===== src/hdl/vec_pkg.sv =====
`default_nettype none

package vec_pkg;

  ////////////////////////////////////////////////////////////
  // Sizes
  ////////////////////////////////////////////////////////////

  localparam int NR_LANES      = 4;
  localparam int ELEN          = 32;
  localparam int NR_VREGS      = 8;
  localparam int ROWS_PER_LANE = 4;
  localparam int VLMAX         = NR_LANES * ROWS_PER_LANE;
  localparam int VL_W          = $clog2(VLMAX + 1);
  // Element index split into lane and row fields
  localparam int LANE_W        = $clog2(NR_LANES);
  localparam int ROW_W         = $clog2(ROWS_PER_LANE);

  // Element i lives in lane (i mod NR_LANES) at row (i / NR_LANES)

  typedef logic [ELEN-1:0]                 elem_t;
  typedef logic [$clog2(NR_VREGS)-1:0]     vreg_idx_t;
  typedef logic [VL_W-1:0]                 vl_t;

  ////////////////////////////////////////////////////////////
  // Operations and instruction word
  ////////////////////////////////////////////////////////////

  typedef enum logic [5:0] {
    VOP_ADD     = 6'h00,
    VOP_SUB     = 6'h01,
    VOP_AND     = 6'h02,
    VOP_OR      = 6'h03,
    VOP_XOR     = 6'h04,
    VOP_MV      = 6'h05,
    VOP_REDSUM  = 6'h06,
    VOP_EXTRACT = 6'h07,
    VOP_SETVL   = 6'h08
  } vop_e;

  // Bit 31 selects the view: set for config, clear for arith
  typedef union packed {
    struct packed {
      logic        fmt;
      logic [30:0] rsvd;
    } cfg;
    struct packed {
      logic        fmt;
      vop_e        funct;
      vreg_idx_t   vd;
      vreg_idx_t   vs1;
      vreg_idx_t   vs2;
      logic        use_scalar;
      logic [14:0] rsvd;
    } arith;
  } vinsn_u;

endpackage

`default_nettype wire


===== src/hdl/vec_scalar_result.sv =====
`timescale 1ns/1ps
`default_nettype none

module vec_scalar_result (
  input  wire logic                             clk_i,
  input  wire logic                             rst_n_i,
  input  wire logic                             finish_i,
  input  vec_pkg::vop_e                         finish_op_i,
  input  vec_pkg::elem_t                        finish_scalar_i,
  input  vec_pkg::elem_t [vec_pkg::NR_LANES-1:0] lane_partial_i,
  output logic                                  resp_valid_o,
  output vec_pkg::elem_t                        resp_data_o
);

  vec_pkg::elem_t red_sum;
  vec_pkg::elem_t ext_or;
  vec_pkg::elem_t resp_next;
  logic           has_resp;

  ////////////////////////////////////////////////////////////
  // Combine lane partials
  ////////////////////////////////////////////////////////////

  always_comb begin
    red_sum = finish_scalar_i;
    ext_or  = '0;
    for (int l = 0; l < vec_pkg::NR_LANES; l++) begin
      red_sum = red_sum + lane_partial_i[l];
      // Only the owning lane is nonzero
      ext_or  = ext_or | lane_partial_i[l];
    end
  end

  always_comb begin
    case (finish_op_i)
      vec_pkg::VOP_REDSUM:  resp_next = red_sum;
      vec_pkg::VOP_EXTRACT: resp_next = ext_or;
      default:              resp_next = finish_scalar_i;
    endcase
  end

  assign has_resp = finish_op_i inside {vec_pkg::VOP_REDSUM, vec_pkg::VOP_EXTRACT,
                                        vec_pkg::VOP_SETVL};

  // Single insn in flight, so responses leave in request order
  always_ff @(posedge clk_i or negedge rst_n_i) begin
    if (!rst_n_i) begin
      resp_valid_o <= 1'b0;
    end else begin
      resp_valid_o <= finish_i && has_resp;
    end
  end

  always_ff @(posedge clk_i) begin
    if (finish_i) begin
      resp_data_o <= resp_next;
    end
  end

endmodule

`default_nettype wire


===== config.mk =====
export PLATFORM = sky130hd
export DESIGN_NAME = vec_scalar_result
export DESIGN_NICKNAME = d
export VERILOG_FILES = /design/src/hdl/vec_pkg.sv /design/src/hdl/vec_scalar_result.sv
export SDC_FILE = /design/constraint.sdc
export NUM_CORES = 1
export LEC_CHECK = 0
export BUFFER_PORTS_ARGS = -buffer_cell sky130_fd_sc_hd__clkbuf_2
export CAP_MARGIN = 10
export CORE_MARGIN = 4
export CORE_UTILIZATION = 49
export CTS_CLUSTER_DIAMETER = 40
export CTS_CLUSTER_SIZE = 40
export DETAILED_ROUTE_END_ITERATION = 8
export PLACE_DENSITY = 0.77
export SETUP_SLACK_MARGIN = 0.2
export SYNTH_ARGS = -nofsm -noshare
export SYNTH_HDL_FRONTEND = slang
export SYNTH_SLANG_ARGS = --single-unit

===== constraint.sdc =====
create_clock -name clk_i -period 0.8 [get_ports clk_i]
set_clock_uncertainty 0.05 [all_clocks]
set_input_delay 0 -clock clk_i [delete_from_list [all_inputs] [get_ports clk_i]]
set_output_delay 0 -clock clk_i [all_outputs]
set_load 0.1 [all_outputs]

# After elaboration in Yosys (flattened, before gate mapping)
# Index checks and enable logic that the tools add are counted.
# W data, S select, Z words.
[word_totals] word_cells=15 out_inout_bits=33 regBits=33 inputBits=169
[classes] add_sub_neg=4 eq_ne=3 n_mux=1 reduce_logical=2 bitwise=3
[ops] operator="$add A32 B32 Y32" count=4
[ops] operator="$or A32 B32 Y32" count=3
[ops] operator="$pmux W32 S2" count=1
[ops] operator="$eq A6 B3 Y1 const B" count=2
[ops] operator="$eq A6 B4 Y1 const B" count=1
[ops] operator="$reduce_bool A3 Y1" count=1
[ops] operator="$logic_and A1 B1 Y1" count=1

# Longest topological paths before layout
[logic_depth] word_depth=5 mapped_depth=17 mapped_depth_nobuf=16

# Least setup slack after synthesis
# No wires, ideal clock.
[synth_path] kind="input -> register" startpoint="in finish_scalar_i[2]" endpoint="reg resp_data_o[24], data pin" path_stages=16 setup_slack_ns=-2.916 path_buffers=0 setup_time_ns=0.275 arrival_ns=3.391 path_cell_list="inv_1 fa_1 inv_1 fa_1 inv_1 fa_1 inv_1 ha_1 a21oi_2 o2111ai_2 a31oi_1 o21ai_1 a221oi_2 o21bai_1 xnor2_1 o221ai_1"
[synth_via] elab_chain_cells=5
[synth_lines] item="start: declaration" line_no="vec_scalar_result.sv:9" text="input vec_pkg::elem_t finish_scalar_i,"
[synth_lines] item="$add A32 B32 Y32 (4 in series)" line_no="vec_scalar_result.sv:28" text="red_sum = red_sum + lane_partial_i[l];"
[synth_lines] item="$pmux W32 S2" line_no="vec_scalar_result.sv:35" text="case (finish_op_i)"
[synth_lines] item="net resp_next[24]" line_no="vec_scalar_result.sv:17" text="vec_pkg::elem_t resp_next;"
[synth_lines] item="end signal: assignment" line_no="vec_scalar_result.sv:56" text="resp_data_o <= resp_next;"
[synth_lines] item="end: declaration" line_no="vec_scalar_result.sv:12" text="output vec_pkg::elem_t resp_data_o"
# The timed path passes the listed nets, and every way through them passes these cells.
# A chain may end at the register's enable or synchronous reset.

# Final worst setup path
[layout_path] startpoint="in lane_partial_i[44] (netlist name)" endpoint="reg resp_data_o[18], data pin"
[layout_via] elab_chain_cells=4
[layout_lines] item="start: declaration" line_no="vec_scalar_result.sv:10" text="input vec_pkg::elem_t [vec_pkg::NR_LANES-1:0] lane_partial_i,"
[layout_lines] item="$add A32 B32 Y32 (3 in series)" line_no="vec_scalar_result.sv:28"
[layout_lines] item="$pmux W32 S2" line_no="vec_scalar_result.sv:35"
[layout_lines] item="net resp_next[18]" line_no="vec_scalar_result.sv:17"
# The timed path passes the listed nets, and every way through them passes these cells.

==> qor.yml <==
placed_design:
  dp_cells: 1293
  place.port_buffers: 201
  dp_hpwl_um: 16500
  gp_congestion: 0.923
setup_path:
  arrival_ns: 3.81
  path_class: "in2reg"
  start_kind: "primary input"
  crit_fanout: 4
  required_ns: 0.77
  endpoint_kind: "flop"
cts:
  clock-sinks: 33
  clkSlewWorstSetupHoldPaths_ns: 0.07
  cts_buffers: 5
  h-tree-depth: 2
  root_buffer: "clkbuf_16"
  cts_hold_buf: 1
  cts_tree: "done"
  cts_buffer_depth: 2
power:
  leakage_nw: 5.60
  powerDensity_mw_per_mm2: 2930
  irDropWorstVdd_mv: 1.62
  swShare_pct: 47.6
  netSwitchingPower_mw: 14.6
  p_clk_share_pct: 6.8
  comb_power_share_pct: 85.9
  sequentialPowerShare_pct: 7.3
  internal_power_mw: 16.0
global_route:
  grt_pass1_wl_um: 32800
  antenna_found_initial: 1
  overflow: 0
  grt_usage_pct: 27.6
  grt_max_degree: 27
  first_global_vias: 7102
route:
  vias: 6998
  ant_nets: 0
  drtPass1Iterations: 6
  drt_first_iter_violations: 522
  routedWlPerCell_um: 17.5
  wl_um: 23300
  viasPerCell: 5.27
  drc: 0
sta:
  hold_ws_ns: -0.0533
  fin_ws_ns: -3.04
  drv_slew: 0
  hold_violations: 17
  period_share_pct: 480
  fmax_mhz: 260
  tightestPinTransition_ns: 0.544
  layout_min_cycle_time_ns: 3.84
  rsz0062_at_grt: "true"
  maxSlewHeadroom_pct: 63.3
  tns_ns: -87.61
  setup_viol: 65
synth:
  synth_most_common_cell: "inv_1"
  ys_seq_area_share_pct: 15.1
  netlist_area_mm2: 0.00651
  netlist_top_cells_count: "inv_1 (296), fa_1 (92), nand2_1 (50), a21oi_1 (41), o21ai_0 (36)"
  synth_top_area_share_pct: 28.3
  ys_seq_elements: 33
  synth_edf_count: 32
  avgSynthCellArea_um2: 8.15
  syn_inst: 799
  synthArstFlopShare_pct: 3.03
  synthTopCellsByArea: "fa_1 (28%), inv_1 (17%), edfxtp_1 (15%)"
  synth_area_leader_cell: "fa_1"
  ys_types: 60
  ys.flop_type: "edfxtp_1"
  synth_warnings: 0
  synth.net_count: 1092
final_layout:
  drive_gt1_share_pct: 43.2
  syn2layout_area_growth_pct: 60.6
  final_util_pct: 81.5
  final_cells: 1329
  fin_nets: 1447
floorplanning:
  placementRows: 41
  die_area_mm2: 0.0152
  dieWidth_um: 123
  start_util_pct: 50.8
  coreArea_mm2: 0.0128
  die_h_um: 123
  io_pins: 202
outcome:
  status: "finished, violations left"
  violations: "hold timing, setup timing"
min_path:
  hold_class: "in2async"
flow_run:
  maxCapViolCount: 0
## worst max-delay path, cell delays in order
cell and delay (ns):
buf_8 0.08, inv_4 0.03, fa_1 0.54, inv_2 0.04, fa_1 0.52, inv_2 0.05
fa_1 0.56, inv_2 0.07, ha_4 0.26, buf_6 0.12, nand4_1 0.14, inv_2 0.07
buf_6 0.12, a221oi_4 0.36, buf_6 0.17, nand2_8 0.07, a221oi_4 0.25, xor2_1 0.22
o221ai_1 0.15
## worst max path at each step
| stage | from | end | slack [ns] | cells past startpoint |
|---|---|---|---|---|
| after floorplan | finish_scalar_i[11] | resp_data_o[24] | -2.83 | 17 |
| after global routing | lane_partial_i[44] | resp_data_o[30] | -3.24 | 19 |
| after global placement | finish_scalar_i[2] | resp_data_o[24] | -3.13 | 18 |
| final | lane_partial_i[44] | resp_data_o[18] | -3.04 | 19 |
| after detailed placement | finish_scalar_i[2] | resp_data_o[24] | -3.23 | 18 |
| after CTS | lane_partial_i[33] | resp_data_o[31] | -2.78 | 17 |
## power by group through the flow
stage	clock network (mW)	logic (mW)	registers, mW
floorplan	0	11.6	3.24
global placement	0	19.3	2.25
detailed placement	0	19.8	2.25
CTS	2.08	22.3	2.22
global route	2.13	28.0	2.23
finish	2.09	26.3	2.22
## metal layers
layer  part of all wire [%]  GRT usage, %
met1                     35          32.3
met2                     52          49.8
met3                    8.0          5.72
met4                    4.6          10.1
met5                      0             0
## kinds of logic after synthesis
group,Yosys count,share of synthesized area (%)
buf+inv,320,19.4
simple gates,131,9.61
xor+xnor,32,4.31
mux,5,0.807
fa+ha+maj,124,34.4
flops,33,15.1
compound gates,154,16.3
## per-stage QoR
stage               area [um^2]  total power, mW  hold slack [ns]  worst slack [ns]
floorplan                  6740             14.9           -0.346             -2.83
CTS                       10000             26.6          -0.0534             -2.78
global route              10500             32.4          -0.0444             -3.24
finish                    10500             30.6          -0.0533             -3.04
global placement           9460             21.6           -0.272             -3.13
detailed placement         9460             22.1           -0.272             -3.23
## cell type report
| class | count | area (um^2) |
|---|---|---|
| Tap cell | 172 | 215 |
| Fill cell | 699 | 2370 |
| Clock buffer | 5 | 125 |
| Timing Repair Buffer | 371 | 3110 |
| Multi-Input combinational cell | 446 | 4850 |
| Clock inverter | 3 | 12.5 |
| Antenna cell | 2 | 5.00 |
| Sequential cell | 33 | 990 |
| Inverter | 297 | 1150 |
## cell usage in the layout, fill, tap and decap left out, types with 4 or more instances in the layout
master / synthesis / final
a21o_1: 14 / 13
a21oi_1: 41 / 32
a21oi_2: 2 / 7
a21oi_4: 0 / 4
buf_12: 0 / 40
buf_4: 3 / 135
buf_6: 3 / 35
buf_8: 0 / 7
clkbuf_16: 0 / 6
clkbuf_2: 4 / 151
edfxtp_1: 32 / 32
fa_1: 92 / 91
ha_1: 32 / 17
ha_4: 0 / 14
inv_1: 296 / 253
inv_2: 0 / 35
inv_4: 0 / 5
nand2_1: 50 / 46
nand3_1: 10 / 10
nand4_1: 6 / 6
nor2_1: 20 / 20
nor3_1: 12 / 12
nor4_1: 19 / 19
o21ai_0: 36 / 6
o21ai_1: 3 / 23
o21ai_2: 1 / 8
o21bai_1: 6 / 5
o221ai_1: 7 / 7
o41ai_1: 12 / 12
xnor2_1: 21 / 18
xor2_1: 11 / 9
## flip-flops by register name, summed over array words and instances, names as in the netlist
register	flops
resp_valid_o	1
resp_data_o	32
## what timing repair did
item,4_1_cts,5_1_grt
setup buffers,16,9
endpoints found under the hold margin,17,12
setup endpoints to repair,66,66
resized for setup,63,103
pin swaps,54,55
Note: power is estimated with default switching activity, not from simulation.
