===== src/hdl/vec_pkg.sv =====
`default_nettype none

package vec_pkg;

  ////////////////////////////////////////////////////////////
  // Sizes
  ////////////////////////////////////////////////////////////

  localparam int NR_LANES      = 4;
  localparam int ELEN          = 32;
  localparam int NR_VREGS      = 8;
  localparam int ROWS_PER_LANE = 4;
  localparam int VLMAX         = NR_LANES * ROWS_PER_LANE;
  localparam int VL_W          = $clog2(VLMAX + 1);
  // Element index split into lane and row fields
  localparam int LANE_W        = $clog2(NR_LANES);
  localparam int ROW_W         = $clog2(ROWS_PER_LANE);

  // Element i lives in lane (i mod NR_LANES) at row (i / NR_LANES)

  typedef logic [ELEN-1:0]                 elem_t;
  typedef logic [$clog2(NR_VREGS)-1:0]     vreg_idx_t;
  typedef logic [VL_W-1:0]                 vl_t;

  ////////////////////////////////////////////////////////////
  // Operations and instruction word
  ////////////////////////////////////////////////////////////

  typedef enum logic [5:0] {
    VOP_ADD     = 6'h00,
    VOP_SUB     = 6'h01,
    VOP_AND     = 6'h02,
    VOP_OR      = 6'h03,
    VOP_XOR     = 6'h04,
    VOP_MV      = 6'h05,
    VOP_REDSUM  = 6'h06,
    VOP_EXTRACT = 6'h07,
    VOP_SETVL   = 6'h08
  } vop_e;

  // Bit 31 selects the view: set for config, clear for arith
  typedef union packed {
    struct packed {
      logic        fmt;
      logic [30:0] rsvd;
    } cfg;
    struct packed {
      logic        fmt;
      vop_e        funct;
      vreg_idx_t   vd;
      vreg_idx_t   vs1;
      vreg_idx_t   vs2;
      logic        use_scalar;
      logic [14:0] rsvd;
    } arith;
  } vinsn_u;

endpackage

`default_nettype wire


===== src/hdl/vec_lane.sv =====
`timescale 1ns/1ps
`default_nettype none

module vec_lane #(
  parameter int LANE_ID = 0
) (
  input  wire logic         clk_i,
  input  wire logic         rst_n_i,
  input  wire logic         issue_start_i,
  input  vec_pkg::vop_e     issue_op_i,
  input  vec_pkg::vreg_idx_t issue_vd_i,
  input  vec_pkg::vreg_idx_t issue_vs1_i,
  input  vec_pkg::vreg_idx_t issue_vs2_i,
  input  wire logic         issue_use_scalar_i,
  input  vec_pkg::elem_t    issue_scalar_i,
  input  vec_pkg::vl_t      issue_vl_i,
  output logic              lane_done_o,
  output vec_pkg::elem_t    lane_partial_o
);

  // Register file slice, rows of this lane only
  vec_pkg::elem_t vrf_q [vec_pkg::NR_VREGS][vec_pkg::ROWS_PER_LANE];

  logic                      active_q;
  logic                      done_q;
  logic [vec_pkg::ROW_W-1:0] row_q;
  vec_pkg::elem_t            partial_q;
  vec_pkg::vl_t              nrows;
  logic                      has_work;
  logic                      writes_vd;
  logic                      owns_idx;
  logic [vec_pkg::ROW_W-1:0] ext_row;
  vec_pkg::elem_t            opa;
  vec_pkg::elem_t            opb;
  vec_pkg::elem_t            alu_res;

  ////////////////////////////////////////////////////////////
  // Element bookkeeping
  ////////////////////////////////////////////////////////////

  // Count of indices below vl that map to this lane
  always_comb begin
    if (int'(issue_vl_i) > LANE_ID) begin
      nrows = vec_pkg::vl_t'((int'(issue_vl_i) - LANE_ID - 1) / vec_pkg::NR_LANES + 1);
    end else begin
      nrows = '0;
    end
  end

  assign has_work  = (issue_op_i != vec_pkg::VOP_EXTRACT) && (nrows != '0);
  assign writes_vd = issue_op_i inside {vec_pkg::VOP_ADD, vec_pkg::VOP_SUB, vec_pkg::VOP_AND,
                                        vec_pkg::VOP_OR, vec_pkg::VOP_XOR, vec_pkg::VOP_MV};

  // Extract index owner check
  assign owns_idx = (issue_scalar_i < vec_pkg::elem_t'(vec_pkg::VLMAX)) &&
                    (issue_scalar_i[vec_pkg::LANE_W-1:0] == vec_pkg::LANE_W'(LANE_ID));
  assign ext_row  = issue_scalar_i[vec_pkg::LANE_W +: vec_pkg::ROW_W];

  ////////////////////////////////////////////////////////////
  // ALU
  ////////////////////////////////////////////////////////////

  assign opa = issue_use_scalar_i ? issue_scalar_i : vrf_q[issue_vs1_i][row_q];
  assign opb = vrf_q[issue_vs2_i][row_q];

  always_comb begin
    case (issue_op_i)
      vec_pkg::VOP_ADD: alu_res = opb + opa;
      vec_pkg::VOP_SUB: alu_res = opb - opa;
      vec_pkg::VOP_AND: alu_res = opb & opa;
      vec_pkg::VOP_OR:  alu_res = opb | opa;
      vec_pkg::VOP_XOR: alu_res = opb ^ opa;
      default:          alu_res = opa;
    endcase
  end

  always_ff @(posedge clk_i or negedge rst_n_i) begin
    if (!rst_n_i) begin
      for (int r = 0; r < vec_pkg::NR_VREGS; r++) begin
        for (int c = 0; c < vec_pkg::ROWS_PER_LANE; c++) begin
          vrf_q[r][c] <= '0;
        end
      end
      active_q  <= 1'b0;
      done_q    <= 1'b0;
      row_q     <= '0;
      partial_q <= '0;
    end else if (issue_start_i) begin
      row_q     <= '0;
      active_q  <= has_work;
      done_q    <= !has_work;
      partial_q <= (issue_op_i == vec_pkg::VOP_EXTRACT && owns_idx) ?
                   vrf_q[issue_vs2_i][ext_row] : '0;
    end else if (active_q) begin
      if (writes_vd) begin
        vrf_q[issue_vd_i][row_q] <= alu_res;
      end
      // Reduction sums vs2
      if (issue_op_i == vec_pkg::VOP_REDSUM) begin
        partial_q <= partial_q + opb;
      end
      if (vec_pkg::vl_t'(row_q) == nrows - vec_pkg::vl_t'(1)) begin
        active_q <= 1'b0;
        done_q   <= 1'b1;
      end else begin
        row_q <= row_q + 1'b1;
      end
    end
  end

  assign lane_done_o    = done_q;
  assign lane_partial_o = partial_q;

endmodule

`default_nettype wire


===== config.mk =====
export PLATFORM = sky130hd
export DESIGN_NAME = vec_lane
export DESIGN_NICKNAME = d
export VERILOG_FILES = /design/src/hdl/vec_pkg.sv /design/src/hdl/vec_lane.sv
export SDC_FILE = /design/constraint.sdc
export NUM_CORES = 2
export LEC_CHECK = 0
export ABC_AREA = 0
export BUFFER_PORTS_ARGS = -buffer_cell sky130_fd_sc_hd__buf_2
export CAP_MARGIN = 20
export CORE_MARGIN = 4
export CORE_UTILIZATION = 30
export CTS_CLUSTER_SIZE = 25
export DETAILED_ROUTE_END_ITERATION = 16
export SLEW_MARGIN = 20
export SYNTH_ARGS = -nofsm -noshare
export SYNTH_HDL_FRONTEND = slang
export SYNTH_SLANG_ARGS = --single-unit
export TNS_END_PERCENT = 100

===== constraint.sdc =====
create_clock -name clk_i -period 6.9 [get_ports clk_i]
set_input_delay 0.345 -clock clk_i [delete_from_list [all_inputs] [get_ports clk_i]]
set_output_delay 0.345 -clock clk_i [all_outputs]
set_load 0.02 [all_outputs]

# Yosys cells after proc, flatten, opt, wreduce, memory -nomap -nowiden
# Cells that the tools add are included.
[classes]
n_mul = 0
div_mod_pow = 0
muxes = 36
order_cmp = 9
addsub = 8
n_shift = 0
n_bitwise = 10
n_reduce_logical = 18
eq_ne = 10
[ops]
columns = ["operator", "count"]
rows = [
  ["$bwmux 1024", 1],
  ["$bmux 128 s3", 2],
  ["$mux 128", 5],
  ["$demux 128 s3", 1],
  ["$mux 32", 12],
  ["$bmux 32 s2", 3],
  ["$pmux 32 s5", 1],
  ["$add 32x32->32", 2],
  ["$demux 32 s2", 1],
  ["$and 32x32->32", 1],
  ["$lt 32x5->1 const B", 1],
  ["$or 32x32->32", 1],
  ["$sub 32x32->32", 1],
  ["$xor 32x32->32", 1],
  ["$eq 6x3->1 const B", 4],
  ["$eq 6x2->1 const B", 2],
  ["$ge 4x4->1 const B", 3],
  ["$not 3->4", 3],
  ["$eq 6x1->1 const B", 1],
  ["$ge 3x3->1 const B", 2],
  ["$logic_not 6->1", 1],
  ["$mux 1", 6],
  ["$mux 2", 3],
  ["$ne 6x3->1 const B", 1],
  ["other kinds (23)", 32],
]
[word_totals]
latch_bits = 0
mem_bits_rw = 0
in_bits = 56
elab_cells = 127
rom_bits = 0
mem_count = 0
reg_bits = 1060
out_inout_bits = 33

# Depth between registers and ports, before layout
[logic_depth]
word_depth = 11
ltp_mapped = 31
ltp_nobuf = 25

# Worst setup path after synthesis
# Ideal clock, no wire load.
[synth_timing]
kind = "input -> register"
startpoint = "input port issue_vs2_i[2]"
endpoint = "register vrf_q[1022] in the netlist's numbering"
stages = 21
required_ns = 6.763
path_slack_ns = 1.103
arrival_time_ns = 5.660
n_path_buf = 5
setup_ns = 0.137
cell_sequence = "clkbuf_1 buf_1 clkbuf_1 buf_1 mux2i_1 mux4_2 ha_1 fa_1 nor2b_1 o21a_1 o21ai_1 a31o_2 a2111oi_0 o221ai_1 o21ai_1 a21o_1 o31ai_1 mux2i_1 a21oi_1 clkbuf_1 a21oi_1"
[synth_between]
elab_chain_len = 10
word_cells_on_any_way = 14
cone_classes = "2 x add/sub; 8 x mux; 4 x bitwise"
[synth_lines]
columns = ["item", "line", "text"]
rows = [
  ["from (decl)", "vec_lane.sv:13", "input vec_pkg::vreg_idx_t issue_vs2_i,"],
  ["$not 3->4 (implied by the code) (*)", "vec_lane.sv:64", "assign opb = vrf_q[issue_vs2_i][row_q];"],
  ["$bmux 128 s3 (*)", "vec_lane.sv:64", ""],
  ["$mux 128 (implied by the code) (*) (2 in series)", "vec_lane.sv:64", ""],
  ["$bmux 32 s2 (*)", "vec_lane.sv:64", ""],
  ["$mux 32 (implied by the code) (*) (2 in series)", "vec_lane.sv:64", ""],
  ["$sub 32x32->32 (tied with other cells)", "vec_lane.sv:69", "vec_pkg::VOP_SUB: alu_res = opb - opa;"],
  ["$pmux 32 s5 (*)", "vec_lane.sv:67", "case (issue_op_i)"],
  ["$bwmux 1024 (*)", "vec_lane.sv:96", "vrf_q[issue_vd_i][row_q] <= alu_res;"],
  ["to (signal, indexed assignment)", "vec_lane.sv:96", ""],
  ["to (decl)", "vec_lane.sv:22", "vec_pkg::elem_t vrf_q [vec_pkg::NR_VREGS][vec_pkg::ROWS_PER_LANE];"],
]
# Mark *: on every way between the ends. The rest lies on a longest branch, timed or not. The select of a mux whose other input is x is not followed.
# A chain may end at the register's enable or synchronous reset.

# Worst setup path in the final report
[layout_timing]
startpoint = "register row_q[0] in the netlist's numbering"
endpoint = "register vrf_q[988] in the netlist's numbering"
[layout_between]
elab_chain_len = 8
word_cells_on_any_way = 22
cone_classes = "2 x add/sub; 2 x order compare; 13 x mux; 4 x bitwise; 1 x reduce/logical"
[layout_lines]
columns = ["item", "line", "text"]
rows = [
  ["from (decl)", "vec_lane.sv:26", "logic [vec_pkg::ROW_W-1:0] row_q;"],
  ["from (signal assigned)", "vec_lane.sv:106", "row_q <= row_q + 1'b1;"],
  ["$not 2->3 (implied by the code) (*)", "vec_lane.sv:63, vec_lane.sv:64, vec_lane.sv:96", ""],
  ["$bmux 32 s2 (tied with other cells)", "vec_lane.sv:63", "assign opa = issue_use_scalar_i ? issue_scalar_i : vrf_q[issue_vs1_i][row_q];"],
  ["$mux 32 (implied by the code) / $logic_and 1x1->1 (equally long branches)", "vec_lane.sv:63, vec_lane.sv:96", ""],
  ["$mux 32, on equally long branches", "vec_lane.sv:63, vec_lane.sv:96", ""],
  ["$mux 32 / $demux 32 s2 (equally long branches)", "vec_lane.sv:63, vec_lane.sv:96", ""],
  ["$sub 32x32->32 (tied with other cells)", "vec_lane.sv:69", ""],
  ["$pmux 32 s5 / $demux 128 s3 (equally long branches)", "vec_lane.sv:67, vec_lane.sv:96", ""],
  ["$bwmux 1024 (*)", "vec_lane.sv:96", ""],
]
# Marks and branches as above.

==> metrics.csv <==
stage,metric,value,unit
detailed_routing,met3 WL post-DR,27.20,mm
detailed_routing,Vias,50770,
worst_hold_path,type of the worst min-delay path,primary input to register,
die,Initial Utilization,30.23,%
clocking,clk_lat worst skew,0.78,ns
detailed_routing,metal2 WL,103.3,mm
clocking,clock slew seen by the registers of the worst setup and hold paths,0.06,ns
finish,area grow syn2layout,12.75,%
setup_path,R2R Path Start,row_q[0]$_DFFE_PN0P_,
clocking,clk sinks,1060,
grt,first-pass GRT wire length,348.2,mm
clocking,CTS tree,built,
setup_path,critical path depth in cells,27,
synthesis,register area share after synthesis,42.28,%
detailed_routing,DRC,0,
timing,slew at the pin with the worst max-slew slack,1.114,ns
power_and_ir_drop,Tot Pwr,17370,µW
setup_path,CP required,7.48,ns
setup_path,FF-to-FF End,vrf_q[988]$_DFFE_PN0P_,
detailed_routing,Post-Route WL,238.8,mm
timing,setup TNS,0,ns
timing,RSZ-0062 raised after global routing,no,
timing,Final Max Slew Viols,0,
synthesis,Netlist cell types,80,
finish,Fill cells,20610,
grt,number of global-route vias before repair,50140,
synthesis,top_reg_cell synth,dfrtp_1,
clocking,Clock Tree Root,clkbuf_16,
grt,grt ovf,0,
setup_path,Worst R2R Setup Slack,0.39,ns
timing,highest clock rate,0.1535,GHz
clocking,CTS Buffer Depth,3,
detailed_routing,Routed Antenna Nets,0,
detailed_routing,First-pass DRT Iterations,6,
setup_path,Bufs and invs on worst path,6,
detailed_routing,WL/cell,26.65,µm
clocking,Num CTS Buffers,114,
timing,fin crit period,6.513,ns
detailed_routing,DRT met1 WL,92.30,mm
synthesis,ranking of synthesized cells by area,"dfrtp_1 (42%), mux4_2 (16%), nand2_1 (11%)",
setup_path,CP max FO,32,
power_and_ir_drop,Leakage,0.03259,µW
run,max-cap violations,0,
synthesis,Yosys top cell area share,42.28,%
finish,Final Cell Area,0.07073,mm²
synthesis,#FFs+latches synth,1060,
die,Ports,89,
worst_hold_path,hold path startpoint,issue_vl_i[4],
worst_hold_path,Worst Hold End,lane_done_o$_DFFE_PN0P_,
synthesis,"Avg Cell Area, Syn",10.21,µm²
finish,final cell count without fillers,8958,
synthesis,Yosys warning total,0,
placed_design,dpl hpwl,152.4,mm
setup_path,Setup crit end kind,register,
synthesis,Mapped Cells,6144,
timing,fin crit share,94.40,%
die,Rows,167,
timing,count of final setup violators,0,
synthesis,Mapped Nets,6343,
setup_path,Worst Setup Path Type,register to register,
setup_path,crit-path leading delay family,compound AO/OA/AOI/OAI gates,
synthesis,fraction of registers with async set/reset,100.0,%
power_and_ir_drop,PD cells,245.5,mW/mm²
timing,skew final,0.05768,ns
finish,final net count,6264,
worst_hold_path,Hold Path Cell Cnt,5,
grt,largest net degree at the start of global routing,176,
grt,total track usage,21.56,%
power_and_ir_drop,peak supply drop,0.2185,mV
placed_design,"worst slack, placed",0.06877,ns
clocking,H-tree depth,3,
die,Die Y-Extent,465.3,µm
placed_design,placer's final routability congestion estimate,0.9667,
setup_path,startpoint type of the worst setup path,register,
placed_design,placed cell areas,0.06678,mm²
finish,share of post-route cells with drive strength above 1,18.96,%
setup_path,reg2reg path depth,27,
die,die span in x,465.3,µm
detailed_routing,uppermost layer routed,met5,
setup_path,CP max stage cell,buf_4,
setup_path,Crit path top cell by count,buf_4,
timing,final hold vios,0,
die,Die ar.,0.2165,mm²
setup_path,Max stage delay on crit path,0.52,ns
die,Core ar.,0.2075,mm²
timing,PnR worst setup slack,0.3866,ns
outcome,outcome,finished clean,
timing,worst rel slew slack,25.14,%
clocking,post-CTS setup buffers,0,
placed_design,I/O Buffers,88,
grt,initial antenna violation count,18,
synthesis,mapped cell area,0.06273,mm²
setup_path,crit path DAT,7.09,ns
detailed_routing,vias per cell,5.668,
synthesis,leading area contributor after synthesis,dfrtp_1,
placed_design,placed insts,8736,
synthesis,number of enable flip-flop cells after synthesis,0,
detailed_routing,DR iter-0 viols,6232,
[flip-flops by register name, indices dropped and copies added, names as in the netlist]
name and count:
vrf_q 1024, lane_partial_o 32, row_q 2, active_q 1
lane_done_o 1
[worst max-delay path by stage]
stage | start | slack (ns) | end
after floorplan | issue_vs2_i[2] | 1.10 | vrf_q[1022]$_DFFE_PN0P_
after global placement | issue_vs1_i[1] | 0.09 | vrf_q[445]$_DFFE_PN0P_
after detailed placement | issue_vs1_i[1] | 0.07 | vrf_q[63]$_DFFE_PN0P_
after CTS | row_q[1]$_DFFE_PN0P_ | 0.40 | vrf_q[63]$_DFFE_PN0P_
after global routing | row_q[1]$_DFFE_PN0P_ | 0.04 | vrf_q[189]$_DFFE_PN0P_
final | row_q[0]$_DFFE_PN0P_ | 0.39 | vrf_q[988]$_DFFE_PN0P_
[where the power goes]
group          leakage [µW]  internal, µW  switching [µW]
logic                0.0160          1430            2690
registers            0.0147          6540             282
clock network       0.00191          3700            2720
total                0.0326         11700            5700
[cells by family (layout without fill, tap and decap cells)]
logic type	after synthesis	in the layout	share of synthesized area [%]
compound gates	1242	1242	12.02
xor+xnor	91	91	1.270
fa+ha+maj	144	144	2.892
buf+inv	617	632	4.689
flops	1060	1060	42.28
mux	928	928	23.82
other cells	0	11	0
simple gates	2062	2062	13.02
[metal layers]
metal | vias to the layer above | GRT usage [%]
met5 | - | 0.4392
met4 | 18 | 12.11
met3 | 695 | 6.455
met2 | 2754 | 32.10
met1 | 25600 | 27.94
li1 | 21700 | -
[repair_timing]
item                                   in CTS  in global routing
setup endpoints to repair                   0                103
gates resized for setup                     0                  5
endpoints found under the hold margin      81                  0
hold buffers                                1                  0
[per-stage QoR]
step / hold WS (ns) / util (%)
after global routing: 0.1882 / 34.08
after global placement: 0.4075 / 32.18
after floorplan: 0.04941 / -
after detailed placement: 0.4163 / 32.19
after CTS: 0.07325 / 34.06
final: 0.1037 / 34.09
[layout make-up]
cell class | instances | area (µm²) | area share [%]
Timing Repair Buffer | 338 | 2804 | 3.964
Tap cell | 2788 | 3488 | 4.932
Multi-Input combinational cell | 4467 | 33680 | 47.62
Clock buffer | 165 | 3386 | 4.787
Clock inverter | 45 | 503.0 | 0.7111
Antenna cell | 11 | 27.53 | 0.03892
Sequential cell | 1060 | 26530 | 37.50
Inverter | 84 | 315.3 | 0.4458
[tightest hold or removal path: cells and delay by family]
family / cells / cell delay (ns)
and+or+nand+nor: 3 / 0.24
buffers and inverters: 1 / 0.13
AOI/OAI and AO/OA: 1 / 0.08
[cells in the mapped netlist (32+ instances only)]
cell type / n
a21oi_1: 144
buf_2: 50
inv_1: 80
dfrtp_1: 1060
mux4_2: 432
clkbuf_1: 401
o22ai_1: 67
nor2_1: 139
mux2_2: 68
o21a_1: 37
mux2i_1: 397
o21ai_0: 650
a22o_1: 70
ha_1: 141
nand2_1: 1765
a221oi_1: 72
o221ai_1: 32
xnor2_1: 64
[cell usage in the layout, fill, tap and decap left out, drive strengths merged, types with 32 or more instances in the layout]
cell and n:
a221oi 75, mux2 98, inv 89, ha 141, o22ai 67, dfrtp 1060, buf 336, xnor2 64
a21oi 146, o21a 37, mux4 433, nand2 1765, o221ai 32, a22o 70, a22oi 34, clkbuf 166
o21ai 658, mux2i 397, nor2 141
(Power assumes the default switching activity.)
