==> src/hdl/vec_pkg.sv <==
`default_nettype none

package vec_pkg;

  ////////////////////////////////////////////////////////////
  // Sizes
  ////////////////////////////////////////////////////////////

  localparam int NR_LANES      = 4;
  localparam int ELEN          = 32;
  localparam int NR_VREGS      = 8;
  localparam int ROWS_PER_LANE = 4;
  localparam int VLMAX         = NR_LANES * ROWS_PER_LANE;
  localparam int VL_W          = $clog2(VLMAX + 1);
  // Element index split into lane and row fields
  localparam int LANE_W        = $clog2(NR_LANES);
  localparam int ROW_W         = $clog2(ROWS_PER_LANE);

  // Element i lives in lane (i mod NR_LANES) at row (i / NR_LANES)

  typedef logic [ELEN-1:0]                 elem_t;
  typedef logic [$clog2(NR_VREGS)-1:0]     vreg_idx_t;
  typedef logic [VL_W-1:0]                 vl_t;

  ////////////////////////////////////////////////////////////
  // Operations and instruction word
  ////////////////////////////////////////////////////////////

  typedef enum logic [5:0] {
    VOP_ADD     = 6'h00,
    VOP_SUB     = 6'h01,
    VOP_AND     = 6'h02,
    VOP_OR      = 6'h03,
    VOP_XOR     = 6'h04,
    VOP_MV      = 6'h05,
    VOP_REDSUM  = 6'h06,
    VOP_EXTRACT = 6'h07,
    VOP_SETVL   = 6'h08
  } vop_e;

  // Bit 31 selects the view: set for config, clear for arith
  typedef union packed {
    struct packed {
      logic        fmt;
      logic [30:0] rsvd;
    } cfg;
    struct packed {
      logic        fmt;
      vop_e        funct;
      vreg_idx_t   vd;
      vreg_idx_t   vs1;
      vreg_idx_t   vs2;
      logic        use_scalar;
      logic [14:0] rsvd;
    } arith;
  } vinsn_u;

endpackage

`default_nettype wire

==> src/hdl/vec_sequencer.sv <==
`timescale 1ns/1ps
`default_nettype none

module vec_sequencer (
  input  wire logic                         clk_i,
  input  wire logic                         rst_n_i,
  // From the dispatcher
  input  wire logic                         dec_valid_i,
  input  vec_pkg::vop_e                     dec_op_i,
  input  vec_pkg::vreg_idx_t                dec_vd_i,
  input  vec_pkg::vreg_idx_t                dec_vs1_i,
  input  vec_pkg::vreg_idx_t                dec_vs2_i,
  input  wire logic                         dec_use_scalar_i,
  input  vec_pkg::elem_t                    dec_scalar_i,
  output logic                              dec_ready_o,
  // Lanes
  input  wire logic [vec_pkg::NR_LANES-1:0] lane_done_i,
  output logic                              issue_start_o,
  output vec_pkg::vop_e                     issue_op_o,
  output vec_pkg::vreg_idx_t                issue_vd_o,
  output vec_pkg::vreg_idx_t                issue_vs1_o,
  output vec_pkg::vreg_idx_t                issue_vs2_o,
  output logic                              issue_use_scalar_o,
  output vec_pkg::elem_t                    issue_scalar_o,
  output vec_pkg::vl_t                      issue_vl_o,
  // Scalar-result unit
  output logic                              finish_o,
  output vec_pkg::vop_e                     finish_op_o,
  output vec_pkg::elem_t                    finish_scalar_o
);

  logic          busy_q;
  vec_pkg::vl_t  vl_q;
  vec_pkg::vl_t  setvl_val;
  logic          take;
  logic          is_setvl;
  logic          lanes_done;

  assign dec_ready_o = !busy_q;
  assign take        = dec_valid_i && !busy_q;
  assign is_setvl    = (dec_op_i == vec_pkg::VOP_SETVL);

  // Clamp requested length to VLMAX
  assign setvl_val = (dec_scalar_i > vec_pkg::elem_t'(vec_pkg::VLMAX)) ?
                     vec_pkg::vl_t'(vec_pkg::VLMAX) : vec_pkg::vl_t'(dec_scalar_i);

  // Done levels still show the previous insn during the issue cycle
  assign lanes_done = busy_q && !issue_start_o && (&lane_done_i);

  always_ff @(posedge clk_i or negedge rst_n_i) begin
    if (!rst_n_i) begin
      busy_q        <= 1'b0;
      issue_start_o <= 1'b0;
      finish_o      <= 1'b0;
      vl_q          <= '0;
    end else begin
      issue_start_o <= 1'b0;
      finish_o      <= 1'b0;
      if (take && is_setvl) begin
        // No lane work, respond right away
        vl_q     <= setvl_val;
        finish_o <= 1'b1;
      end else if (take) begin
        busy_q        <= 1'b1;
        issue_start_o <= 1'b1;
      end
      if (lanes_done) begin
        busy_q   <= 1'b0;
        finish_o <= 1'b1;
      end
    end
  end

  always_ff @(posedge clk_i) begin
    if (take && !is_setvl) begin
      issue_op_o         <= dec_op_i;
      issue_vd_o         <= dec_vd_i;
      issue_vs1_o        <= dec_vs1_i;
      issue_vs2_o        <= dec_vs2_i;
      issue_use_scalar_o <= dec_use_scalar_i;
      issue_scalar_o     <= dec_scalar_i;
      issue_vl_o         <= vl_q;
    end
    if (take && is_setvl) begin
      finish_op_o     <= vec_pkg::VOP_SETVL;
      finish_scalar_o <= vec_pkg::elem_t'(setvl_val);
    end else if (lanes_done) begin
      finish_op_o     <= issue_op_o;
      finish_scalar_o <= issue_scalar_o;
    end
  end

endmodule

`default_nettype wire

==> config.mk <==
export PLATFORM = sky130hd
export DESIGN_NAME = vec_sequencer
export DESIGN_NICKNAME = d
export VERILOG_FILES = /design/src/hdl/vec_pkg.sv /design/src/hdl/vec_sequencer.sv
export SDC_FILE = /design/constraint.sdc
export NUM_CORES = 1
export LEC_CHECK = 0
export ABC_AREA = 1
export BUFFER_PORTS_ARGS = -buffer_cell sky130_fd_sc_hd__buf_2
export CAP_MARGIN = 20
export CELL_PAD_IN_SITES_DETAIL_PLACEMENT = 0
export CELL_PAD_IN_SITES_GLOBAL_PLACEMENT = 2
export CORE_UTILIZATION = 28
export CTS_CLUSTER_SIZE = 14
export DETAILED_ROUTE_END_ITERATION = 16
export HOLD_SLACK_MARGIN = 0.1
export PLACE_DENSITY = 0.76
export SLEW_MARGIN = 15
export SYNTH_ARGS = -nofsm -noshare
export SYNTH_HDL_FRONTEND = slang
export SYNTH_SLANG_ARGS = --single-unit
==> constraint.sdc <==
create_clock -name clk_i -period 2.6 [get_ports clk_i]
set_input_delay 0 -clock clk_i [delete_from_list [all_inputs] [get_ports clk_i]]
set_output_delay 0 -clock clk_i [all_outputs]
set_load 0.03 [all_outputs]
### After elaboration in Yosys (flattened, before gate mapping)

Cells that the tools add are included.

| storage, ports and cells | value |
|---|---|
| flip-flop bits (word level) | 99 |
| bits of input ports | 55 |
| output and inout bits | 94 |
| word-level logic and storage cells | 39 |

| operators by class | value |
|---|---|
| order comparisons | 1 |
| equality and inequality tests | 2 |
| mux-type cells | 10 |
| reductions and logical operators | 12 |

Operator list:

| kind | count |
|---|---|
| 32-bit by 5-bit > comparator with 1-bit output, second input constant | 1 |
| 5-bit 2-to-1 mux | 3 |
| 1-bit 2-to-1 mux | 7 |
| 6-bit by 4-bit equality test with 1-bit output, second input constant | 1 |
| 1-bit logical AND | 5 |
| 4-bit AND reduction | 1 |
| 2-bit nonzero test | 2 |
| 1-bit logical NOT | 3 |
| 2-bit inequality test, second input constant | 1 |
| 2-bit AND reduction | 1 |

### Longest topological paths before layout

Gate-level depths: netlist of run 1.

| logic depth | value |
|---|---|
| depth after elaboration | 5 |
| mapped depth | 8 |
| mapped depth without buffers | 8 |

### Worst setup path before layout of run 1

No wires, ideal clock.

| path | value |
|---|---|
| path kind | flip-flop to flip-flop |
| from | reg busy_q |
| to | reg issue_op_o[0], enable pin |
| data arrival time | 1.820 ns |
| required time | 2.192 ns |
| path slack | 0.372 ns |
| cell stages (with the launch flop) | 6 |
| buffers on the path | 0 |
| cells stage by stage | dfrtp_1 -> inv_2 -> nand2_1 -> inv_1 -> nand2_1 -> inv_1 |

| between the ends | value |
|---|---|
| word-level cells in the longest chain between the ends | 3 |

RTL lines:

| what | line | source |
|---|---|---|
| from (decl) | vec_sequencer.sv:32 | `logic busy_q;` |
| from (signal assigned) | vec_sequencer.sv:52 | `busy_q <= 1'b0;` |
| from (signal assigned) | vec_sequencer.sv:64 | `busy_q <= 1'b1;` |
| from (signal assigned) | vec_sequencer.sv:68 | `busy_q <= 1'b0;` |
| 1-bit logical NOT | n/a |  |
| net dec_ready_o | vec_sequencer.sv:15 | `output logic dec_ready_o,` |
| 1-bit logical AND | vec_sequencer.sv:40 | `assign take = dec_valid_i && !busy_q;` |
| 1-bit logical AND | vec_sequencer.sv:75 | `if (take && !is_setvl) begin` |
| to (signal assigned) | vec_sequencer.sv:76 | `issue_op_o <= dec_op_i;` |
| to (decl) | vec_sequencer.sv:19 | `output vec_pkg::vop_e issue_op_o,` |

The timed path passes the listed nets, and every way through them passes these cells.
A chain may end at the register's enable or synchronous reset.

### Worst setup path in the final report of run 1

| path | value |
|---|---|
| from | reg busy_q |
| to | reg issue_vs2_o[1], enable pin |

| between the ends | value |
|---|---|
| word-level cells in the longest chain between the ends | 3 |

RTL lines:

| what | line | source |
|---|---|---|
| 1-bit logical NOT | vec_sequencer.sv:40 |  |
| 1-bit logical AND | vec_sequencer.sv:40 |  |
| 1-bit logical AND | vec_sequencer.sv:75 |  |
| to (signal assigned) | vec_sequencer.sv:79 | `issue_vs2_o <= dec_vs2_i;` |
| to (decl) | vec_sequencer.sv:22 | `output vec_pkg::vreg_idx_t issue_vs2_o,` |

Every way passes these cells.

==> metrics.log, run 1 <==
INFO  metric run_status = finished clean
INFO  metric p_leak = ~0.0023 uW
INFO  metric clk_root_buffer_cell = clkbuf_16
INFO  metric totalNegativeSetupSlack = 0 ps
INFO  metric cp-endpoint = issue_vs2_o[1]
INFO  metric tritoncts_num_sinks = between 90 and 100
INFO  metric starting_density = 0.288
INFO  metric final-hold-violation-count = 0
INFO  metric worst_path_dominant_cell_family = buffers and inverters
INFO  metric min_period_over_period = 0.614
INFO  metric worst-path-buf-inv = 4
INFO  metric grt_start_max_net_pins = 41
INFO  metric timing.max_slew.rel_slack = 0.668
INFO  metric setup_viol = 0
INFO  metric syn-cell-area = 3470 sq um
INFO  metric clock_network_latency_to_the_later_pin_of_the_worst_skew_pair = 340 ps
INFO  metric post_cts_buffers = 0
INFO  metric post_synth_xor_area_fraction = 0
INFO  metric synth_adder_area_share = 0
INFO  metric power_report.internal_total = approximately 3300 uW
INFO  metric fp.dieH = 113 um
INFO  metric rows = 40
INFO  metric hold_path_class = in -> reg
INFO  metric rr_endpoint = issue_vs2_o[1]
INFO  metric first_pass_grt_wire_length = approximately 14 mm
INFO  metric synth_simple_gate_area_frac = 0.168
INFO  metric layout.cells.most_common = buf_2
INFO  metric r2r.worst_path.cells = 6
INFO  metric maxCapViolations = 0
INFO  metric cp_cell_sequence = inv_2 -> nand2_1 -> inv_1 -> nand2_1 -> inv_2 -> buf_12
INFO  metric post_cts_hold_buffer_count = 50
INFO  metric synth_seq_cells = 99
INFO  metric path_max_fanout = 40
INFO  metric core-area = 12100 sq um
INFO  metric setup.worst_path.end_class = flip-flop
INFO  metric drc = 0
INFO  metric worst_r2r_startpoint = busy_q
INFO  metric fin_worst_skew = 6.52 ps
INFO  metric antenna_violations_before_repair = 2
INFO  metric clock_path_buffers = 2
INFO  metric required_worst_endpoint = 2630 ps
INFO  metric critPathLaunch = busy_q
INFO  metric place_inst = between 600 and 700
INFO  metric fmax_achieved = 0.626 GHz
INFO  metric clk_pin_slew_worst_paths = 60 ps
INFO  metric rsz0062_at_grt = no
INFO  metric routedWlPerCell = about 14 um
INFO  metric worstPathArrival = 1620 ps
INFO  metric critical-path-slowest-cell = dfrtp_1
INFO  metric finalHoldWorstSlack = 134 ps
INFO  metric mostFrequentLayoutCells = buf_2, nand2_1, edfxtp_1
INFO  metric worst_slew_pin_slew = approximately 500 ps
INFO  metric place_ws = between 1000 and 1500 ps
INFO  metric area_growth = 48.7%
INFO  metric ant_nets = 0
INFO  metric relative_contribution_of_combinational_cells_to_total_power = 0.318
INFO  metric drt-vias-per-instance = 4.09
INFO  metric port_buffers = about 150
INFO  metric cts_buffers = 9
INFO  metric cts-resized-gates = 0
INFO  metric post_synth_mux_area_share = 0
INFO  metric gate_count_post_synth = 302
INFO  metric detail_route.first_pass.iterations = 4
INFO  metric synth_cell_type_count = 19
INFO  metric nets_finish = 559
INFO  metric grt_overall_usage = 0.153
INFO  metric critPathKind = reg -> reg
INFO  metric vdd_drop_max = ~0.00036 V
INFO  metric cts_tree = built
INFO  metric fin_crit = 1600 ps
INFO  metric fin_ws = 1000 ps
INFO  metric synth_sequential_area_ratio = 0.749
INFO  metric detailed_place.area = 4390 sq um
INFO  metric place.gp.congestion = 0.773
INFO  metric worstSetupPathDepth = 6
INFO  metric timing.critical_path.slowest_cell_delay = ~370 ps
INFO  metric die_area = around 13000 sq um
INFO  metric main_combinational_cell_family_by_area_after_synthesis = simple AND/OR/NAND/NOR gates
INFO  metric drt-total-wl = 9.52 mm
INFO  metric globalRoute.totalOverflow = 0
INFO  metric synth-compound-area-share = 0.0490
INFO  metric drt_iter0_drc = around 190
INFO  metric timing_max_transition_violations_final = 0
INFO  metric top_level_ports = 149
INFO  metric final_layout_size_suffix_gt1_frac = 0.338
INFO  metric synth_warnings = 0
INFO  metric power_switching_share = 0.364
INFO  metric cellPowerDensity = 1000 nW/um^2
INFO  metric clock_network_fraction_of_total_power = 0.241
INFO  metric r2r_setup_slack = 1000 ps
INFO  metric vias = approximately 2800
INFO  metric syn-num-nets = ~360
INFO  metric share_seq_of_total_power = 0.440
INFO  metric die_w = 113 um
INFO  metric htreeDepth = 3
INFO  metric synthesis.area_per_instance = 11.5 sq um
INFO  metric final_cell_area = 5170 sq um
INFO  metric detailedPlacementHpwl = 6.44 mm
INFO  metric grt_pass1_vias = about 2700
INFO  metric setup.worst_path.start_class = flip-flop
INFO  metric finish.cell_count_without_fillers = 679
INFO  metric net-switching-power = roughly 1900 uW
==> power by group through the flow <==
stage,Clock (uW),Sequential [uW],Combinational (uW)
floorplan,0,3030,340
global placement,0,2300,1600
detailed placement,0,2310,1600
CTS,1290,2280,1660
global route,1360,2320,1750
finish,1250,2280,1650
==> flip-flops by register name, summed over array words and instances (netlist names) <==
signal	flops
busy_q	1
finish_o	1
finish_op_o	6
finish_scalar_o	32
issue_op_o	6
issue_scalar_o	32
issue_start_o	1
issue_use_scalar_o	1
issue_vd_o	3
issue_vl_o	5
issue_vs1_o	3
issue_vs2_o	3
vl_q	5
==> final cells by class <==
cell class                      count  area (sq um)
Fill cell                        1188          6900
Sequential cell                    99          2600
Timing Repair Buffer              201          1280
Multi-Input combinational cell    182           754
Clock buffer                       15           268
Tap cell                          168           210
Inverter                           11          42.5
Clock inverter                      1          7.51
Antenna cell                        2          5.00
==> logic make-up (layout without fill, tap and decap cells) <==
logic type      Yosys count  after routing
simple gates            148            148
flops                    99             99
compound gates           34             34
buf+inv                  21            228
other cells               0              2
==> Yosys cell counts <==
master,count,area (sq um)
a21oi_1,33,165
and2_0,1,6.26
and2_1,1,6.26
buf_2,6,30.0
buf_6,4,45.0
clkinv_2,1,5.00
dfrtp_1,8,200
dfxtp_1,33,661
edfxtp_1,58,1740
inv_1,8,30.0
inv_2,2,7.51
nand2_1,107,402
nand2_2,1,6.26
nand3_1,2,10.0
nand3_2,1,10.0
nor2_1,32,120
nor2_2,2,12.5
nor2_4,1,11.3
o21ai_0,1,5.00
==> through the flow <==
step	total power [uW]	util
after global routing	5420	0.428
after CTS	5220	0.428
after detailed placement	3910	0.364
after floorplan	3370	-
final	5170	0.428
after global placement	3900	0.364
==> worst register-to-register path, stage by stage, from the launching register on <==
cell	delay, ps
dfrtp_1	370
inv_2	70
nand2_1	100
inv_1	70
nand2_1	80
inv_2	280
buf_12	280
==> how the worst min path moves through the flow <==
stage,from,end,depth (start not counted)
after floorplan,rst_n_i,busy_q,0
after global placement,rst_n_i,vl_q[1],1
after detailed placement,rst_n_i,vl_q[1],1
after CTS,dec_valid_i,busy_q,5
after global routing,dec_valid_i,busy_q,5
final,dec_valid_i,busy_q,5
==> metal layers <==
layer / up-vias / share of wire / GRT usage / wire length, um
li1: 1401 / - / - / -
met1: 1273 / 0.42 / 0.181 / 4020
met4: 0 / 0.031 / 0.0886 / 299
met3: 19 / 0.046 / 0.0340 / 442
met5: - / 0 / 0 / 0
met2: 86 / 0.50 / 0.256 / 4750
Note: power is estimated with default switching activity, not from simulation.
==> inputs of run 2 (changes only) <==
CORE_UTILIZATION = 25   (was 28)
PLACE_DENSITY = 0.72   (was 0.76)
clock period = 1.4 ns   (was 2.6 ns; I/O delays follow)
==> metrics.log, run 2 (same netlist as run 1, synthesis figures left out) <==
INFO  metric place.gp.congestion = 0.736 (-4.8%)
INFO  metric diodes = 0 (-2)
INFO  metric first_pass_grt_wire_length = 15.1 mm (+4.4%)
INFO  metric path_max_fanout = 10 (-75%)
INFO  metric detailroute.wirelength.met2 = 5.13 mm (+7.9%)
INFO  metric rows = 42 (+5.0%)
INFO  metric vias = 2833 (+1.9%)
INFO  metric detailedPlacementHpwl = 6.90 mm (+7.3%)
INFO  metric tritoncts_num_sinks = 99 (unchanged)
INFO  metric final_core_utilization = 0.407 (-0.0218)
INFO  metric worst_slew_pin_slew = 402 ps (-96.7 ps)
INFO  metric mostFrequentLayoutCells = buf_2, nand2_1, edfxtp_1
INFO  metric fmax_achieved = 0.731 GHz
INFO  metric drc = 0 (unchanged)
INFO  metric power.total = 9950 uW (+93%)
INFO  metric timing_max_transition_violations_final = 0 (unchanged)
INFO  metric die_w = 120 um (+5.7%)
INFO  metric seqCellArea = 2600 sq um (unchanged)
INFO  metric final-hold-violation-count = 0 (unchanged)
INFO  metric clock_path_buffers = 2 (unchanged)
INFO  metric met3_wirelength = 480 um (+8.6%)
INFO  metric top_level_ports = 149 (unchanged)
INFO  metric p_leak = 0.00238 uW (+4.4%)
INFO  metric htreeDepth = 3 (unchanged)
INFO  metric setup_viol = 0 (unchanged)
INFO  metric critPathKind = in -> reg
INFO  metric drt_iter0_drc = 106 (-45%)
INFO  metric finalHoldWorstSlack = 154 ps (+19.2 ps)
INFO  metric dr.max_layer_used = met4
INFO  metric fin_crit = 1370 ps
INFO  metric setup.worst_path.start_class = primary input
INFO  metric min_period_over_period = 0.977
INFO  metric globalRoute.totalOverflow = 0 (unchanged)
INFO  metric fp.dieH = 120 um (+5.7%)
INFO  metric cts_buffers = 9 (unchanged)
INFO  metric required_worst_endpoint = 1500 ps (-1130 ps)
INFO  metric drt-vias-per-instance = 4.08 (-0.40%)
INFO  metric vdd_drop_max = 0.000619 V (+74%)
INFO  metric antenna_violations_before_repair = 0 (-2)
INFO  metric drt-total-wl = 9.98 mm (+4.9%)
INFO  metric starting_density = 0.259 (-0.0288)
INFO  metric port_buffers = 148 (unchanged)
INFO  metric detail_route.first_pass.iterations = 4 (unchanged)
INFO  metric nets_finish = 569 (+1.8%)
INFO  metric fin_worst_skew = 5.18 ps (-1.34 ps)
INFO  metric clk_pin_slew_worst_paths = 60 ps (about the same)
INFO  metric maxCapViolations = 0 (unchanged)
INFO  metric wirelength_met1 = 4.16 mm (+3.3%)
INFO  metric cts_tree = built
INFO  metric final_layout_size_suffix_gt1_frac = 0.368 (+0.0301)
INFO  metric run_status = finished clean
INFO  metric hold_path_class = in -> reg
INFO  metric reg.largest.list = finish_scalar_o: 32 flops, issue_scalar_o: 32 flops
INFO  metric grt_pass1_vias = 2806 (+4.0%)
INFO  metric timing.max_slew.rel_slack = 0.731 (+0.0636)
INFO  metric die_area = 14400 sq um (+12%)
INFO  metric grt_overall_usage = 0.142 (-0.0110)
INFO  metric cellPowerDensity = 1830 nW/um^2 (+83%)
INFO  metric worstPathArrival = 1470 ps (-150 ps)
INFO  metric footprint_of_the_multi_input_gates = 816 sq um (+8.1%)
INFO  metric setup.worst_path.end_class = flip-flop
INFO  metric clock_network_latency_to_the_later_pin_of_the_worst_skew_pair = 340 ps (about the same)
INFO  metric area_growth = 56.8%
INFO  metric layout.cells.most_common = buf_2
INFO  metric routedWlPerCell = 14.4 um (+2.5%)
INFO  metric num-fill-cells = 1341 (+13%)
INFO  metric ant_nets = 0 (unchanged)
INFO  metric core-area = 13400 sq um (+11%)
INFO  metric clk_root_buffer_cell = clkbuf_16
INFO  metric grt_start_max_net_pins = 34 (-17%)
-- run 2: cell count changes in the layout (fill, tap and decap cells not counted), sizes merged --
| cell | delta |
|---|---|
| dlygate4sd3 | +1 |
| clkinv | +2 |
| inv | -1 |
| bufinv | +1 |
| clkbuf | +1 |
| diode | -2 |
| buf | +6 |
-- run 2: path summary, 6_finish.rpt --
path,from,to,slack [ps],depth (start not counted)
worst max-delay path,dec_op_i[4],issue_op_o[2],30,8
worst min-delay path,lane_done_i[3],finish_o,150,5
worst max register to register,busy_q,issue_op_o[2],60,7
worst min register to register,finish_scalar_o[16],finish_scalar_o[16],460,2
max in group asynchronous,rst_n_i,busy_q,470,3
min in group asynchronous,rst_n_i,vl_q[1],650,3
-- run 2: repair_timing --
action                                  in CTS  in global routing
setup buffers                                0                  2
endpoints found under the setup margin       0                 42
endpoints found under the hold margin       61                  0
resized for setup                            0                 16
hold buffers                                51                  0
-- run 2: critical path, stage by stage --
cell,delay [ps]
dlygate4sd3_1,550
buf_2,150
nor2_4,100
nand3_4,110
nand2_4,100
clkinvlp_4,120
buf_4,180
clkbuf_16,160
-- run 2: metrics by stage --
step	std cells	setup slack [ps]	TNS [ps]	area, sq um
finish	695	31.7	0	5450
detailed placement	624	124	0	4500
CTS	691	6.09	0	5300
global route	695	-0.750	-0.750	5450
floorplan	302	-359	-19310	3490
global placement	624	150	0	4500
-- run 2: routing by layer --
layer  vias to the layer above  GRT usage
met5                         -          0
met4                         0     0.0688
met3                        14     0.0328
met2                        72      0.246
met1                      1326      0.163
li1                       1421          -
-- run 2: final cells by class --
cell class,instances,share of cell area
multi-input cells,182,0.150
inverters,11,0.00942
clock buffers,13,0.0459
repair buffers,211,0.270
well taps,176,0.0404
clock inverters,3,0.00712
flip-flops and latches,99,0.478
-- run 2: power by group --
| group | internal [uW] | leakage, uW | switching, uW |
|---|---|---|---|
| Sequential | 3880 | 0.000917 | 346 |
| Clock | 1430 | 0.000141 | 994 |
| Combinational | 1090 | 0.00132 | 2220 |
| Total | 6390 | 0.00238 | 3560 |
